### config.mk
export PLATFORM = sky130hd
export DESIGN_NAME = fetch_unit
export DESIGN_NICKNAME = d
export VERILOG_FILES = /design/src/hdl/isa_pkg.sv /design/src/hdl/core_pkg.sv /design/src/hdl/fetch_unit.sv
export SDC_FILE = /design/constraint.sdc
export NUM_CORES = 1
export LEC_CHECK = 0
export BUFFER_PORTS_ARGS = -buffer_cell sky130_fd_sc_hd__buf_2
export CAP_MARGIN = 20
export CORE_MARGIN = 8
export CORE_UTILIZATION = 29
export CTS_CLUSTER_SIZE = 24
export DETAILED_ROUTE_END_ITERATION = 6
export HOLD_SLACK_MARGIN = 0.02
export PLACE_DENSITY_LB_ADDON = 0.1
export SLEW_MARGIN = 20
export SYNTH_ARGS = -nofsm -noshare
export SYNTH_HDL_FRONTEND = slang
export SYNTH_SLANG_ARGS = --single-unit
### constraint.sdc
create_clock -name clk -period 3.12 [get_ports clk]
set_clock_uncertainty 0.2 [all_clocks]
set_input_delay 0.156 -clock clk [delete_from_list [all_inputs] [get_ports clk]]
set_output_delay 0.156 -clock clk [all_outputs]
set_load 0.1 [all_outputs]
### src/hdl/isa_pkg.sv
package isa_pkg;

  // --------------------------------------------------------------------------
  // Major opcodes executed by the core
  // --------------------------------------------------------------------------
  typedef enum logic [6:0] {
    OPC_OP     = 7'b0110011,
    OPC_OP_IMM = 7'b0010011,
    OPC_LUI    = 7'b0110111,
    OPC_AUIPC  = 7'b0010111
  } opcode_e;

  // funct3 codes shared by OP and OP-IMM
  localparam logic [2:0] F3_ADD  = 3'b000;
  localparam logic [2:0] F3_SLL  = 3'b001;
  localparam logic [2:0] F3_SLT  = 3'b010;
  localparam logic [2:0] F3_SLTU = 3'b011;
  localparam logic [2:0] F3_XOR  = 3'b100;
  localparam logic [2:0] F3_SR   = 3'b101;
  localparam logic [2:0] F3_OR   = 3'b110;
  localparam logic [2:0] F3_AND  = 3'b111;

  // --------------------------------------------------------------------------
  // ALU operations
  // --------------------------------------------------------------------------
  typedef enum logic [3:0] {
    ALU_ADD    = 4'd0,
    ALU_SUB    = 4'd1,
    ALU_SLL    = 4'd2,
    ALU_SLT    = 4'd3,
    ALU_SLTU   = 4'd4,
    ALU_XOR    = 4'd5,
    ALU_SRL    = 4'd6,
    ALU_SRA    = 4'd7,
    ALU_OR     = 4'd8,
    ALU_AND    = 4'd9,
    // Operand 2 straight through, for LUI
    ALU_PASS_B = 4'd10
  } alu_op_e;

  // --------------------------------------------------------------------------
  // Instruction layouts, MSB first
  // --------------------------------------------------------------------------
  typedef struct packed {
    logic [6:0] funct7;
    logic [4:0] rs2;
    logic [4:0] rs1;
    logic [2:0] funct3;
    logic [4:0] rd;
    logic [6:0] opcode;
  } r_fmt_t;

  typedef struct packed {
    logic [11:0] imm;
    logic [4:0]  rs1;
    logic [2:0]  funct3;
    logic [4:0]  rd;
    logic [6:0]  opcode;
  } i_fmt_t;

  typedef struct packed {
    logic [19:0] imm;
    logic [4:0]  rd;
    logic [6:0]  opcode;
  } u_fmt_t;

  // One fetched word, viewed per format
  typedef union packed {
    r_fmt_t r;
    i_fmt_t i;
    u_fmt_t u;
  } instr_u;

endpackage
### src/hdl/core_pkg.sv
package core_pkg;

  localparam int XLEN = 32;

  typedef logic [XLEN-1:0] word_t;
  typedef logic [4:0]      reg_addr_t;

  // --------------------------------------------------------------------------
  // Stage records
  // --------------------------------------------------------------------------

  // Fetch to D, 65 bits
  typedef struct packed {
    logic            valid;
    word_t           pc;
    isa_pkg::instr_u instr;
  } fetch_t;

  // D to X
  typedef struct packed {
    logic             valid;
    isa_pkg::alu_op_e alu_op;
    // Operand 1 from PC instead of rs1
    logic             op1_is_pc;
    // Operand 2 from immediate instead of rs2
    logic             op2_is_imm;
    word_t            imm;
    word_t            pc;
    reg_addr_t        rd;
    logic             wr_en;
  } ctrl_t;

  // X to W, 38 bits
  typedef struct packed {
    logic      valid;
    reg_addr_t rd;
    word_t     data;
  } wb_t;

endpackage

### src/hdl/fetch_unit.sv
`timescale 1ns/1ps

module fetch_unit #(
  parameter int NUM_THREADS     = 8,
  parameter int IMEM_ADDR_WIDTH = 10
) (
  input  logic                           clk,
  input  logic                           reset,
  input  core_pkg::word_t                i_instr,
  output logic [IMEM_ADDR_WIDTH-1:0]     o_fetch_addr,
  output logic [$clog2(NUM_THREADS)-1:0] o_fetch_thread,
  output logic                           o_fetch_valid,
  output core_pkg::fetch_t               o_issue,
  output logic [$clog2(NUM_THREADS)-1:0] o_issue_thread
);

  localparam int TW = $clog2(NUM_THREADS);

  // Two-flop start delay after reset
  logic start;
  logic start_reg;

  logic [TW-1:0]   thread_cnt;
  core_pkg::word_t pc_table [NUM_THREADS];
  core_pkg::word_t cur_pc;

  // F1 to F2 carry
  logic            f1_valid;
  logic [TW-1:0]   f1_thread;
  core_pkg::word_t f1_pc;

  // --------------------------------------------------------------------------
  // F1 thread rotation and PC table
  // --------------------------------------------------------------------------
  always_ff @(posedge clk) begin
    if (reset) begin
      start     <= 1'b0;
      start_reg <= 1'b0;
    end else begin
      start     <= 1'b1;
      start_reg <= start;
    end
  end

  always_ff @(posedge clk) begin
    if (reset) begin
      thread_cnt <= '0;
    end else if (start_reg) begin
      // Wrap at the last thread
      thread_cnt <= (int'(thread_cnt) == NUM_THREADS - 1) ? '0 : thread_cnt + 1'b1;
    end
  end

  // Word address of the issuing thread
  assign cur_pc         = pc_table[thread_cnt];
  assign o_fetch_addr   = cur_pc[IMEM_ADDR_WIDTH+1:2];
  assign o_fetch_thread = thread_cnt;
  assign o_fetch_valid  = start_reg;

  always_ff @(posedge clk) begin
    if (reset) begin
      for (int t = 0; t < NUM_THREADS; t++) begin
        pc_table[t] <= '0;
      end
    end else if (start_reg) begin
      // Straight-line flow only
      pc_table[thread_cnt] <= cur_pc + 32'd4;
    end
  end

  // --------------------------------------------------------------------------
  // F2 capture of the ROM word into the issue record
  // --------------------------------------------------------------------------
  always_ff @(posedge clk) begin
    f1_thread <= thread_cnt;
    f1_pc     <= cur_pc;
    f1_valid  <= start_reg;
    if (reset) begin
      f1_valid <= 1'b0;
    end
  end

  always_ff @(posedge clk) begin
    o_issue.valid  <= f1_valid;
    o_issue.pc     <= f1_pc;
    o_issue.instr  <= i_instr;
    o_issue_thread <= f1_thread;
    if (reset) begin
      o_issue.valid <= 1'b0;
    end
  end

  // Counter never leaves the thread range
  a_thread_range : assert property (
    @(posedge clk) disable iff (reset) int'(thread_cnt) < NUM_THREADS
  );

endmodule

==> impl_metrics.toml <==
[run_status]
outcome = "complete, but fails checks"
violations = "setup timing"

[floorplan]
coreArea_um2 = 48500
io_pins = 116
fp.dieW_um = 237
rows = 81
initial_core_util_pct = 29.1
die_area_um2 = 56000
die_h_um = 237

[clock_tree]
clk_latency_ns = 0.58
htreeDepth = 2
numCtsBuffers = 45
root_buffer = "clkbuf_16"
clock-sinks = 368
cts_tree = "built"
cts_buffer_depth = 3
clk_pin_slew_worst_paths_ns = 0.06

[synth]
synth_top_cell_area_share_pct = 54.5
synth-edff-count = 256
synth_seq_area_share_pct = 70.3
synthesis.area_um2 = 14100
syn-instance-count = 953
synthTopCellsByArea = "edfxtp_1 (54%), dfxtp_1 (16%), mux4_2 (9.1%)"
syn_nets = 990
syn-mean-instance-area_um2 = 14.8
yosysTopAreaCell = "edfxtp_1"
ys_ff_latch = 368
async_flop_share_pct = 0
yosys_warnings = 0
synth_flop_cell = "edfxtp_1"
ys_types = 47

[worst_setup_path]
crit_required_ns = 3.19
crit_type = "reg -> reg"
cp-start-kind = "flop"
timing.reg2reg.setup_slack_ns = -0.05
cp_max_fo = 8
arrival_ns = 3.25
endpoint_kind = "flop"

[layout]
nNetsFinal = 1292
top_register = "pc_table"
final.fill_count = 4535
area_growth_syn_to_layout_pct = 35.1
largest_register_ffs = 256
multi_input_area_um2 = 4280
drive_gt1_share_pct = 38.2
seqCellArea_um2 = 9940
fin_cells = 1915
reg_top3 = "pc_table x256, o_issue x65, f1_pc x32"

[timing]
slew_viol_final = 0
hold_viol = 0
fin_crit_ns = 3.17
setup_viol = 12
rsz0062_at_grt = "true"
max_freq_mhz = 315
min_period_over_period_pct = 102
worstMarginPinSlew_ns = 0.668
relSlewSlack_pct = 55.4
worst_slack_ns = -0.0536
finalSetupTns_ns = -0.246

[job]
cap_violations = 0

[routing]
routedWlPerCell_um = 21.5
vias = 8772
wl_mm = 41.2
viasPerCell = 4.58
dr.pass1.iters = 5
drtIter0Drc = 438
post-route-drc-count = 0
antenna_left = 0

[pwr]
ir_drop_uv = 406
p_leak_nw = 7.21
p_per_area_nw_per_um2 = 663

[global_route]
grt_max_degree = 34
grt_pass1_vias = 9256
groute.usage.overall_pct = 14.8
antenna_found_initial = 2
grt_pass1_wl_mm = 61.8
grt.overflow.total = 0

[placement]
post-place-cells = 1757
gp_congestion = 0.732
hpwl_mm = 24.1
portBuffers = 115

[hold_path]
min_path_type = "reg -> reg"
min_from = "f1_pc[26]$_DFF_P_"
==> synthesized netlist by cell type (all sizes together), types with 4 or more instances <==
cell type and instances:
nor3 35, mux4 60, mux2 27, nand4 4
nand2b 10, nor4 6, nor2 253, nand3 8
clkbuf 29, nor2b 5, dfxtp 112, nand2 35
xnor2 21, buf 28, o22ai 4, nand3b 4
inv 16, mux2i 15, edfxtp 256
==> cell usage in the layout (no fill, tap or decap), types with 5 or more instances in the layout <==
cell type and count:
edfxtp_1 256, nor2_1 236, buf_2 114, dfxtp_1 107, buf_4 104, dlygate4sd3_1 65, mux4_2 57, clkbuf_16 48
nand2_1 25, mux2_2 18, nor3_2 18, buf_6 17, inv_1 15, nor3_1 15, xnor2_1 13, buf_12 12
nor2_4 11, nand2_2 10, mux2_4 9, nand2b_1 8, mux2i_1 8, xnor2_2 8, clkinv_2 8, clkbuf_1 8
clkinv_1 6, nor2_2 6, bufinv_16 6, nand3_1 5
==> cell type report <==
type | count | area share, %
antenna | 1 | 0.0131
multi-input combinational | 511 | 22.5
sequential | 368 | 52.1
clock inverter | 24 | 1.48
tap | 622 | 4.08
clock buffer | 60 | 6.74
timing repair buffer | 312 | 12.8
inverter | 17 | 0.335
==> path summary, 6_finish.rpt <==
check | cells after the start | end
max reg2reg | 10 | pc_table[0][31]$_SDFFCE_PN0P_
max | 10 | pc_table[0][31]$_SDFFCE_PN0P_
min reg2reg | 0 | o_issue[58]$_DFF_P_
min | 0 | o_issue[58]$_DFF_P_
==> routing by layer <==
| metal | GRT usage [%] | part of all wire [%] |
|---|---|---|
| met2 | 24.8 | 48 |
| met5 | 0 | 0 |
| met4 | 4.91 | 2.3 |
| met1 | 19.4 | 45 |
| met3 | 2.53 | 4.3 |
==> through the flow <==
| step | setup WS, ns | instance area [um^2] | power [mW] | util [%] | hold slack, ns |
|---|---|---|---|---|---|
| after floorplan | -0.0699 | 14100 | 6.70 | - | -0.0163 |
| after global placement | -0.143 | 16300 | 7.18 | 33.6 | 0.0578 |
| after detailed placement | -0.131 | 16300 | 7.18 | 33.6 | 0.0596 |
| after CTS | -0.0663 | 18700 | 12.8 | 38.5 | 0.115 |
| after global routing | -0.153 | 19100 | 13.1 | 39.3 | 0.129 |
| final | -0.0536 | 19100 | 12.7 | 39.3 | 0.120 |
==> repair_timing <==
item,4_1_cts,5_1_grt
pin swaps,5,13
resized for setup,28,79
buffers inserted,4,5
hold buffers,65,0
endpoints found under the setup margin,126,174
hold endpoints to repair,42,0
==> cell families (layout without fill, tap and decap cells) <==
family,after synthesis,count (layout),synth area share (%)
AND/OR/NAND/NOR,372,372,11.8
flip-flops,368,368,70.3
multiplexers,102,102,12.9
buffers and inverters,74,413,2.73
XOR/XNOR,22,22,1.36
AO/OA/AOI/OAI,12,12,0.594
adder cells (fa/ha/maj),3,3,0.266
other,0,1,0
==> critical path, stage by stage (launching register included) <==
cell     delay [ns]
dfxtp_4        0.41
buf_6          0.16
buf_6          0.11
mux4_2         0.34
mux2i_4        0.09
nor4_4         0.33
nand3_2        0.13
or4b_4         0.58
nor4b_4        0.28
buf_6          0.18
nor3_1         0.06
==> where the power goes <==
group / switching (mW) / internal (mW) / leakage [nW]
clock network: 2.08 / 3.40 / 0.769
registers: 0.0668 / 5.46 / 3.59
logic: 1.17 / 0.470 / 2.86
total: 3.32 / 9.33 / 7.21
Note: power is estimated with default switching activity, not from simulation.
