<file path="config.mk">
export PLATFORM = sky130hd
export DESIGN_NAME = instr_decode
export DESIGN_NICKNAME = d
export VERILOG_FILES = /design/src/hdl/isa_pkg.sv /design/src/hdl/core_pkg.sv /design/src/hdl/instr_decode.sv
export SDC_FILE = /design/constraint.sdc
export NUM_CORES = 1
export LEC_CHECK = 0
export ABC_AREA = 1
export BUFFER_PORTS_ARGS = -buffer_cell sky130_fd_sc_hd__buf_2
export CAP_MARGIN = 0
export CORE_MARGIN = 2
export CORE_UTILIZATION = 39
export DETAILED_ROUTE_END_ITERATION = 12
export PLACE_DENSITY = 0.77
export SYNTH_ARGS = -nofsm -noshare
export SYNTH_HDL_FRONTEND = slang
export SYNTH_SLANG_ARGS = --single-unit
</file>
<file path="constraint.sdc">
create_clock -name clk -period 0.8 [get_ports clk]
set_input_delay 0.04 -clock clk [delete_from_list [all_inputs] [get_ports clk]]
set_output_delay 0.04 -clock clk [all_outputs]
set_load 0.1 [all_outputs]
</file>
<file path="src/hdl/isa_pkg.sv">
package isa_pkg;

  // --------------------------------------------------------------------------
  // Major opcodes executed by the core
  // --------------------------------------------------------------------------
  typedef enum logic [6:0] {
    OPC_OP     = 7'b0110011,
    OPC_OP_IMM = 7'b0010011,
    OPC_LUI    = 7'b0110111,
    OPC_AUIPC  = 7'b0010111
  } opcode_e;

  // funct3 codes shared by OP and OP-IMM
  localparam logic [2:0] F3_ADD  = 3'b000;
  localparam logic [2:0] F3_SLL  = 3'b001;
  localparam logic [2:0] F3_SLT  = 3'b010;
  localparam logic [2:0] F3_SLTU = 3'b011;
  localparam logic [2:0] F3_XOR  = 3'b100;
  localparam logic [2:0] F3_SR   = 3'b101;
  localparam logic [2:0] F3_OR   = 3'b110;
  localparam logic [2:0] F3_AND  = 3'b111;

  // --------------------------------------------------------------------------
  // ALU operations
  // --------------------------------------------------------------------------
  typedef enum logic [3:0] {
    ALU_ADD    = 4'd0,
    ALU_SUB    = 4'd1,
    ALU_SLL    = 4'd2,
    ALU_SLT    = 4'd3,
    ALU_SLTU   = 4'd4,
    ALU_XOR    = 4'd5,
    ALU_SRL    = 4'd6,
    ALU_SRA    = 4'd7,
    ALU_OR     = 4'd8,
    ALU_AND    = 4'd9,
    // Operand 2 straight through, for LUI
    ALU_PASS_B = 4'd10
  } alu_op_e;

  // --------------------------------------------------------------------------
  // Instruction layouts, MSB first
  // --------------------------------------------------------------------------
  typedef struct packed {
    logic [6:0] funct7;
    logic [4:0] rs2;
    logic [4:0] rs1;
    logic [2:0] funct3;
    logic [4:0] rd;
    logic [6:0] opcode;
  } r_fmt_t;

  typedef struct packed {
    logic [11:0] imm;
    logic [4:0]  rs1;
    logic [2:0]  funct3;
    logic [4:0]  rd;
    logic [6:0]  opcode;
  } i_fmt_t;

  typedef struct packed {
    logic [19:0] imm;
    logic [4:0]  rd;
    logic [6:0]  opcode;
  } u_fmt_t;

  // One fetched word, viewed per format
  typedef union packed {
    r_fmt_t r;
    i_fmt_t i;
    u_fmt_t u;
  } instr_u;

endpackage
</file>
<file path="src/hdl/core_pkg.sv">
package core_pkg;

  localparam int XLEN = 32;

  typedef logic [XLEN-1:0] word_t;
  typedef logic [4:0]      reg_addr_t;

  // --------------------------------------------------------------------------
  // Stage records
  // --------------------------------------------------------------------------

  // Fetch to D, 65 bits
  typedef struct packed {
    logic            valid;
    word_t           pc;
    isa_pkg::instr_u instr;
  } fetch_t;

  // D to X
  typedef struct packed {
    logic             valid;
    isa_pkg::alu_op_e alu_op;
    // Operand 1 from PC instead of rs1
    logic             op1_is_pc;
    // Operand 2 from immediate instead of rs2
    logic             op2_is_imm;
    word_t            imm;
    word_t            pc;
    reg_addr_t        rd;
    logic             wr_en;
  } ctrl_t;

  // X to W, 38 bits
  typedef struct packed {
    logic      valid;
    reg_addr_t rd;
    word_t     data;
  } wb_t;

endpackage

</file>
<file path="src/hdl/instr_decode.sv">
`timescale 1ns/1ps

module instr_decode (
  input  logic             clk,
  input  logic             reset,
  input  core_pkg::fetch_t i_issue,
  output core_pkg::ctrl_t  o_ctrl
);

  core_pkg::ctrl_t ctrl_d;
  logic            supported;

  // --------------------------------------------------------------------------
  // funct3/funct7 to ALU operation
  // --------------------------------------------------------------------------
  // alt is funct7[5], which is imm[10] under OP-IMM
  function automatic isa_pkg::alu_op_e map_alu_op(
    input logic [2:0] f3,
    input logic       alt,
    input logic       is_reg
  );
    isa_pkg::alu_op_e op;
    case (f3)
      // SUB only exists in register form
      isa_pkg::F3_ADD:  op = (alt && is_reg) ? isa_pkg::ALU_SUB : isa_pkg::ALU_ADD;
      isa_pkg::F3_SLL:  op = isa_pkg::ALU_SLL;
      isa_pkg::F3_SLT:  op = isa_pkg::ALU_SLT;
      isa_pkg::F3_SLTU: op = isa_pkg::ALU_SLTU;
      isa_pkg::F3_XOR:  op = isa_pkg::ALU_XOR;
      // Arithmetic shift in both forms
      isa_pkg::F3_SR:   op = alt ? isa_pkg::ALU_SRA : isa_pkg::ALU_SRL;
      isa_pkg::F3_OR:   op = isa_pkg::ALU_OR;
      isa_pkg::F3_AND:  op = isa_pkg::ALU_AND;
      default:          op = isa_pkg::ALU_ADD;
    endcase
    return op;
  endfunction

  // --------------------------------------------------------------------------
  // D: opcode selects the format view
  // --------------------------------------------------------------------------
  always_comb begin
    ctrl_d            = '0;
    ctrl_d.valid      = i_issue.valid;
    ctrl_d.pc         = i_issue.pc;
    // rd sits at the same place in every view
    ctrl_d.rd         = i_issue.instr.r.rd;
    ctrl_d.alu_op     = isa_pkg::ALU_ADD;
    ctrl_d.op1_is_pc  = 1'b0;
    ctrl_d.op2_is_imm = 1'b0;
    supported         = 1'b0;

    case (i_issue.instr.r.opcode)
      isa_pkg::OPC_OP: begin
        supported     = 1'b1;
        ctrl_d.alu_op = map_alu_op(i_issue.instr.r.funct3,
                                   i_issue.instr.r.funct7[5], 1'b1);
      end
      isa_pkg::OPC_OP_IMM: begin
        supported         = 1'b1;
        ctrl_d.op2_is_imm = 1'b1;
        // Sign-extended I immediate
        ctrl_d.imm        = {{20{i_issue.instr.i.imm[11]}}, i_issue.instr.i.imm};
        ctrl_d.alu_op     = map_alu_op(i_issue.instr.i.funct3,
                                       i_issue.instr.r.funct7[5], 1'b0);
      end
      isa_pkg::OPC_LUI: begin
        supported         = 1'b1;
        ctrl_d.op2_is_imm = 1'b1;
        ctrl_d.imm        = {i_issue.instr.u.imm, 12'b0};
        ctrl_d.alu_op     = isa_pkg::ALU_PASS_B;
      end
      isa_pkg::OPC_AUIPC: begin
        supported         = 1'b1;
        ctrl_d.op1_is_pc  = 1'b1;
        ctrl_d.op2_is_imm = 1'b1;
        ctrl_d.imm        = {i_issue.instr.u.imm, 12'b0};
        ctrl_d.alu_op     = isa_pkg::ALU_ADD;
      end
      default: begin
        // Everything else is a no-op
        supported = 1'b0;
      end
    endcase

    // No write for x0 or unsupported opcodes
    ctrl_d.wr_en = supported && (i_issue.instr.r.rd != '0);
  end

  // Registered into X
  always_ff @(posedge clk) begin
    o_ctrl <= ctrl_d;
    if (reset) begin
      o_ctrl.valid <= 1'b0;
      o_ctrl.wr_en <= 1'b0;
    end
  end

endmodule

</file>
==> flow_metrics.py, run 1 <==
metrics = {
    "yosys": {
        "ys_ff_latch": 77,
        "synth_fp_nets": 245,
        "synth_common_cells": "dfxtp_1, nand2_1, nor2_1",
        "ys_async_sr_fraction_pct": 0,
        "yosysWarnings": 0,
        "synth_area_per_cell_um2": 11.6,
        "synth_cell_types": 15,
        "synth-edff-count": 0,
        "yosys-top-cells-area": "dfxtp_1, nand2_1, nor2_1, inv_1, o21ai_2",
        "syn_inst": 178,
        "yosys.area.top_type": "dfxtp_1",
        "synth_flop_cell": "dfxtp_1",
        "yosys.area.top_type_share_pct": 74.9,
        "yosysSeqAreaShare_pct": 74.9,
        "syn_area_mm2": 0.00206,
        "synth.most_common_cell": "dfxtp_1",
    },
    "placed_design": {
        "port-buffer-count": 143,
        "dp.cells": 391,
        "gp_congestion": 0.739,
        "placed_area_mm2": 0.00411,
        "dp_hpwl_um": 4970,
    },
    "clock_network": {
        "clock_sinks": 77,
        "hold_buffers": 59,
        "clk_path_buf_depth": 2,
        "cts_resized": 0,
        "numCtsBuffers": 9,
        "cts_setup_buffers": 0,
        "root_buffer": "clkbuf_8",
        "htree_levels": 3,
    },
    "floorplan": {
        "die-width_um": 76.6,
        "floorplan.initialDensity_pct": 40.3,
        "die_y_um": 76.6,
        "ioPinCount": 144,
        "num_rows": 26,
    },
    "run_status": {
        "stop_error": "[ERROR DPL-0033] detailed placement checks failed during check placement.",
        "lastStage": "clock tree synthesis",
        "status": "aborted with a tool error",
    },
}
[kinds of logic after synthesis]
kind of cell,count (synthesis),synth area share (%)
compound gates,18,5.84
buf+inv,25,6.02
flops,77,74.9
simple gates,58,13.3
[stage by stage]
stage                     worst slack [ps]  util (%)
after floorplan                        117         -
after global placement                -117      80.5
after detailed placement              -231      80.5
==> run 2, diff against run 1 <==
Settings changed: CORE_UTILIZATION 39 to 24, PLACE_DENSITY 0.77 to not set, PLACE_DENSITY_LB_ADDON set to 0.15.
==> run 2 against run 1 <==
  * The flow now finishes, with violations (setup timing)
  * Synthesized cell count is the same
  * Synthesized area did not move
==> flow_metrics.py, run 2 <==
metrics = {
    "clock_network": {
        "clock_sinks": 77,
        "root_buffer": "clkbuf_8",
        "numCtsBuffers": 9,
        "clk_path_buf_depth": 2,
        "cts_tree": "built",
        "htree_levels": 3,
        "cts_setup_buffers": 0,
        "clk_pin_slew_ps": 80,
    },
    "yosys": {
        "synth-simple-area-share_pct": 13.3,
        "ys_async_sr_fraction_pct": 0,
        "synth-xor-area-share_pct": 0,
        "yosys.area.top_type_share_pct": 74.9,
        "yosys.area.top_type": "dfxtp_1",
        "synth-edff-count": 0,
        "yosys-top-cells-area": "dfxtp_1, nand2_1, nor2_1, inv_1, o21ai_2",
        "syn_area_mm2": 0.00206,
        "synth.most_common_cell": "dfxtp_1",
        "synth_compound_area_share_pct": 5.84,
        "synth_top_family_by_area": "simple AND/OR/NAND/NOR gates",
        "synth_fp_nets": 245,
        "ys_ff_latch": 77,
        "yosysWarnings": 0,
        "synthAdderAreaFrac_pct": 0,
        "synth_flop_cell": "dfxtp_1",
        "synth_cell_types": 15,
        "yosysSeqAreaShare_pct": 74.9,
        "muxShareOfSynthArea_pct": 0,
        "syn_inst": 178,
        "synth_common_cells": "dfxtp_1, nand2_1, nor2_1",
        "synth_area_per_cell_um2": 11.6,
    },
    "timing": {
        "finalCriticalPeriod_ps": 916,
        "final-hold-violation-count": 0,
        "fmax_mhz": 1090,
        "setup_slack_ps": -116,
        "slew_headroom_pct": 81.9,
        "finalMaxSlewViolations": 0,
        "setup_viol": 77,
        "grt_setup_unrepaired": "yes",
        "fin_crit_sh_pct": 115,
        "tightest_slew_ps": 271,
    },
    "min_path": {
        "hold_depth": 3,
        "min_from": "i_issue[30]",
        "min_to": "o_ctrl[68]$_DFF_P_",
        "hold_class": "input pin to flop",
    },
    "final_layout": {
        "regMostFlops": "o_ctrl",
        "final_nets": 463,
        "layout_commonest_cell": "buf_12",
        "syn2layout_area_growth_pct": 145,
        "reg_top3": "o_ctrl: 77 flops",
        "drive_gt1_share_pct": 65.8,
        "largest_register_ffs": 77,
        "final_cell_mix": "buf_12, dfxtp_2, buf_2, dlygate4sd3_1, nand2_1",
        "diodes": 0,
        "stdcell_area_mm2": 0.00505,
        "final-instance-count-excl-fill": 506,
    },
    "global_routing": {
        "grt_max_degree": 17,
        "grt_pass1_vias": 2005,
        "antenna_found_initial": 0,
        "grt_pass1_wl_um": 10700,
        "globalRouteTotalUtil_pct": 14.6,
        "overflow": 0,
    },
    "floorplan": {
        "die_y_um": 96.6,
        "ioPinCount": 144,
        "num_rows": 33,
        "die-area_mm2": 0.00933,
        "floorplan.initialDensity_pct": 24.9,
        "coreArea_mm2": 0.00826,
        "die-width_um": 96.6,
    },
    "routing": {
        "viasPerCell": 3.81,
        "routed-via-count": 1929,
        "drtIter0Drc": 40,
        "wire_per_inst_um": 12.9,
        "ant_nets": 0,
        "dr.pass1.iters": 6,
        "drt-total-wl_um": 6510,
        "drcViolationCount": 0,
    },
    "run": {
        "cap_violations": 0,
    },
    "setup_path": {
        "crit_family": "flip-flops",
        "end_kind": "primary output",
        "crit_buf_inv": 1,
        "critPathMaxStageDelay_ps": 360,
        "path_cells": "buf_12",
        "slowest_stage": "dfxtp_2",
        "start_kind": "flop",
        "criticalPathCategory": "flop to primary output",
        "cp.required_ps": 760,
        "worst-path-stages": 1,
        "path_max_fanout": 1,
        "cp.arrival_ps": 880,
    },
    "placed_design": {
        "placed_area_mm2": 0.00421,
        "dp.cells": 431,
        "gp_congestion": 0.777,
        "port-buffer-count": 143,
        "pre_cts_ws_ps": -140,
        "dp_hpwl_um": 4540,
    },
    "run_status": {
        "violations": "setup timing",
        "status": "finished, violations left",
    },
    "power_and_ir_drop": {
        "p_leak_nw": 2.33,
        "ir_worst_vdd_v": 0.000909,
        "p_total_mw": 9.48,
        "power.density_mw_per_mm2": 1880,
    },
}
## run 2: cell counts after synthesis
No cell type changed its count.
## run 2: cells by family after synthesis
logic type | after synthesis
and+or+nand+nor | 58
DFF | 77
buffers and inverters | 25
AOI/OAI and AO/OA | 18
## run 2: worst max-delay path by stage
stage | from | endpoint | slack [ps]
5_1_grt | o_ctrl[33]$_DFF_P_ | o_ctrl[33] | -160
3_5_place_dp | i_issue[3] | o_ctrl[40]$_DFF_P_ | -140
6_report | o_ctrl[33]$_DFF_P_ | o_ctrl[33] | -120
4_1_cts | o_ctrl[52]$_DFF_P_ | o_ctrl[52] | -130
3_3_place_gp | i_issue[3] | o_ctrl[47]$_DFF_P_ | -90
2_1_floorplan | i_issue[6] | o_ctrl[50]$_DFF_P_ | 120
## run 2: cell type report
cell class              count  area (µm²)
clock buffers              11         141
clock inverters             5         106
fillers                   676        3210
inverters                  21        78.8
multi-input cells          76         398
flip-flops and latches     77        1640
well taps                 105         131
repair buffers            211        2550
## run 2: layer usage
metal,track usage (%),vias to the layer above,routed length [µm],part of all wire (%)
met5,0,-,0,0
met4,4.88,0,105,1.6
met3,5.06,9,460,7.1
met2,24.9,96,3230,50
met1,17.1,851,2710,42
li1,-,973,-,-
## run 2: what timing repair did
item                       4_1_cts  5_1_grt
gates resized for setup          0        1
setup endpoints to repair       77       78
hold buffers                    59        0
hold endpoints to repair        68        0
pin swaps                        0        0
## run 2: per-stage QoR
stage          hold WS (ps)  utilization (%)  setup TNS (ps)
6_report               18.7             61.1           -7030
5_1_grt                11.8             61.1          -10160
4_1_cts                3.09             61.1           -8670
3_5_place_dp            144             50.9           -2490
3_3_place_gp            143             50.9           -1760
2_1_floorplan          67.7                -               0
## run 2: where the power goes
| part | total (mW) | internal (mW) | switching (mW) | leakage (nW) |
|---|---|---|---|---|
| Clock | 3.55 | 2.17 | 1.38 | 0.120 |
| Sequential | 4.07 | 3.97 | 0.0950 | 0.655 |
| Combinational | 1.86 | 0.784 | 1.08 | 1.55 |
| Total | 9.48 | 6.93 | 2.55 | 2.33 |
Note: power is estimated with default switching activity, not from simulation.
==> run 3, diff against run 2 <==
Settings changed: CELL_PAD_IN_SITES_DETAIL_PLACEMENT set to 0, CELL_PAD_IN_SITES_GLOBAL_PLACEMENT set to 2, CORE_UTILIZATION 24 to 22.
==> run 3 against run 2 <==
  * Largest cell class unchanged
  * The run still ends with setup timing left
  * Cell area hardly changed
  * Worst setup slack gained 1.4 ps
  * Cell count up 1.4%
  * Sequential share of layout area about the same
  * Sequential cell count did not move
==> flow_metrics.py, run 3 (synthesized netlist as in run 2, its figures left out) <==
metrics = {
    "floorplan": {
        "coreArea_mm2": 0.00915,
        "floorplan.initialDensity_pct": 22.5,
        "die-width_um": 101,
        "ioPinCount": 144,
        "num_rows": 35,
        "die-area_mm2": 0.0101,
        "die_y_um": 101,
    },
    "placed_design": {
        "dp.cells": 438,
        "gp_congestion": 0.709,
        "pre_cts_ws_ps": -129,
        "port-buffer-count": 143,
        "dp_hpwl_um": 4540,
    },
    "clock_network": {
        "cts_setup_buffers": 0,
        "cts_tree": "built",
        "clk_path_buf_depth": 2,
        "root_buffer": "clkbuf_8",
        "htree_levels": 3,
        "clk_pin_slew_ps": 80,
        "clock_sinks": 77,
        "numCtsBuffers": 9,
    },
    "setup_path": {
        "cp.arrival_ps": 880,
        "criticalPathCategory": "flop to primary output",
        "slowest_stage": "dfxtp_2",
        "critPathMaxStageDelay_ps": 350,
        "crit_buf_inv": 1,
        "start_kind": "flop",
        "path_max_fanout": 1,
        "cp.required_ps": 760,
        "end_kind": "primary output",
        "crit_family": "flip-flops",
        "path_cells": "buf_12",
        "worst-path-stages": 1,
    },
    "routing": {
        "viasPerCell": 3.75,
        "dr.pass1.iters": 4,
        "drcViolationCount": 0,
        "ant_nets": 0,
        "routed-via-count": 1926,
        "wire_per_inst_um": 12.4,
        "drt-total-wl_um": 6340,
        "drtIter0Drc": 33,
    },
    "run": {
        "cap_violations": 0,
    },
    "timing": {
        "setup_viol": 77,
        "final-hold-violation-count": 0,
        "finalCriticalPeriod_ps": 915,
        "worst_hold_slack_ps": 10.0,
        "fin_crit_sh_pct": 114,
        "finalMaxSlewViolations": 0,
        "setup_slack_ps": -115,
        "tightest_slew_ps": 290,
        "slew_headroom_pct": 80.6,
        "grt_setup_unrepaired": "yes",
        "fmax_mhz": 1090,
    },
    "final_layout": {
        "syn2layout_area_growth_pct": 145,
        "final_cell_mix": "buf_12, dfxtp_2, buf_2, dlygate4sd3_1, nand2_1",
        "fin_util_pct": 55.1,
        "multi_input_area_um2": 400,
        "final_nets": 465,
        "regMostFlops": "o_ctrl",
        "seqCellArea_mm2": 0.00164,
        "layout_commonest_cell": "buf_12",
        "final-instance-count-excl-fill": 513,
        "largest_register_ffs": 77,
        "drive_gt1_share_pct": 65.9,
        "diodes": 0,
        "reg_top3": "o_ctrl: 77 flops",
        "final.fill_count": 788,
    },
    "power_and_ir_drop": {
        "power.density_mw_per_mm2": 1790,
        "p_leak_nw": 2.32,
        "ir_worst_vdd_v": 0.000725,
        "p_total_mw": 9.03,
    },
    "min_path": {
        "hold_class": "input pin to flop",
        "hold_depth": 4,
    },
    "global_routing": {
        "grt_max_degree": 15,
        "grt_pass1_wl_um": 10100,
        "antenna_found_initial": 0,
        "grt_pass1_vias": 1989,
        "overflow": 0,
        "globalRouteTotalUtil_pct": 13.3,
    },
    "run_status": {
        "status": "finished, violations left",
        "violations": "setup timing",
    },
}
[run 3: where the power goes]
group          total, mW  switching [mW]  leakage (nW)  internal (mW)
Clock               3.09            1.35         0.103           1.74
Sequential          4.07          0.0941         0.655           3.97
Combinational       1.87            1.08          1.56          0.789
Total               9.03            2.52          2.32           6.50
[run 3: final timing paths]
path,startpoint,end,slack [ps]
max,o_ctrl[20]$_DFF_P_,o_ctrl[20],-120
min,i_issue[3],o_ctrl[71]$_DFF_P_,10
[run 3: area by class of cell]
class / instances / area share [%]
clock buffer: 11 / 2.60
clock inverter: 4 / 1.46
inverter: 21 / 1.56
multi-input combinational: 76 / 7.93
sequential: 77 / 32.5
tap: 111 / 2.75
timing repair buffer: 213 / 51.2
[run 3: layer usage]
layer	vias to the layer above	GRT usage [%]	wire [µm]
met5	-	0	0
met3	10	4.65	552
met4	0	6.64	143
met2	100	20.9	2900
li1	975	-	-
met1	841	16.3	2740
[run 3: timing repair]
item,4_1_cts,5_1_grt
hold endpoints to repair,72,1
hold buffers,60,1
pin swaps,0,1
resized for setup,0,3
endpoints found under the setup margin,77,80
[run 3: metrics by stage]
step                setup TNS (ps)  area [µm²]
floorplan                        0        2150
global placement             -2180        4230
detailed placement           -3090        4230
CTS                          -9880        5040
global route                -11280        5050
finish                       -7540        5050
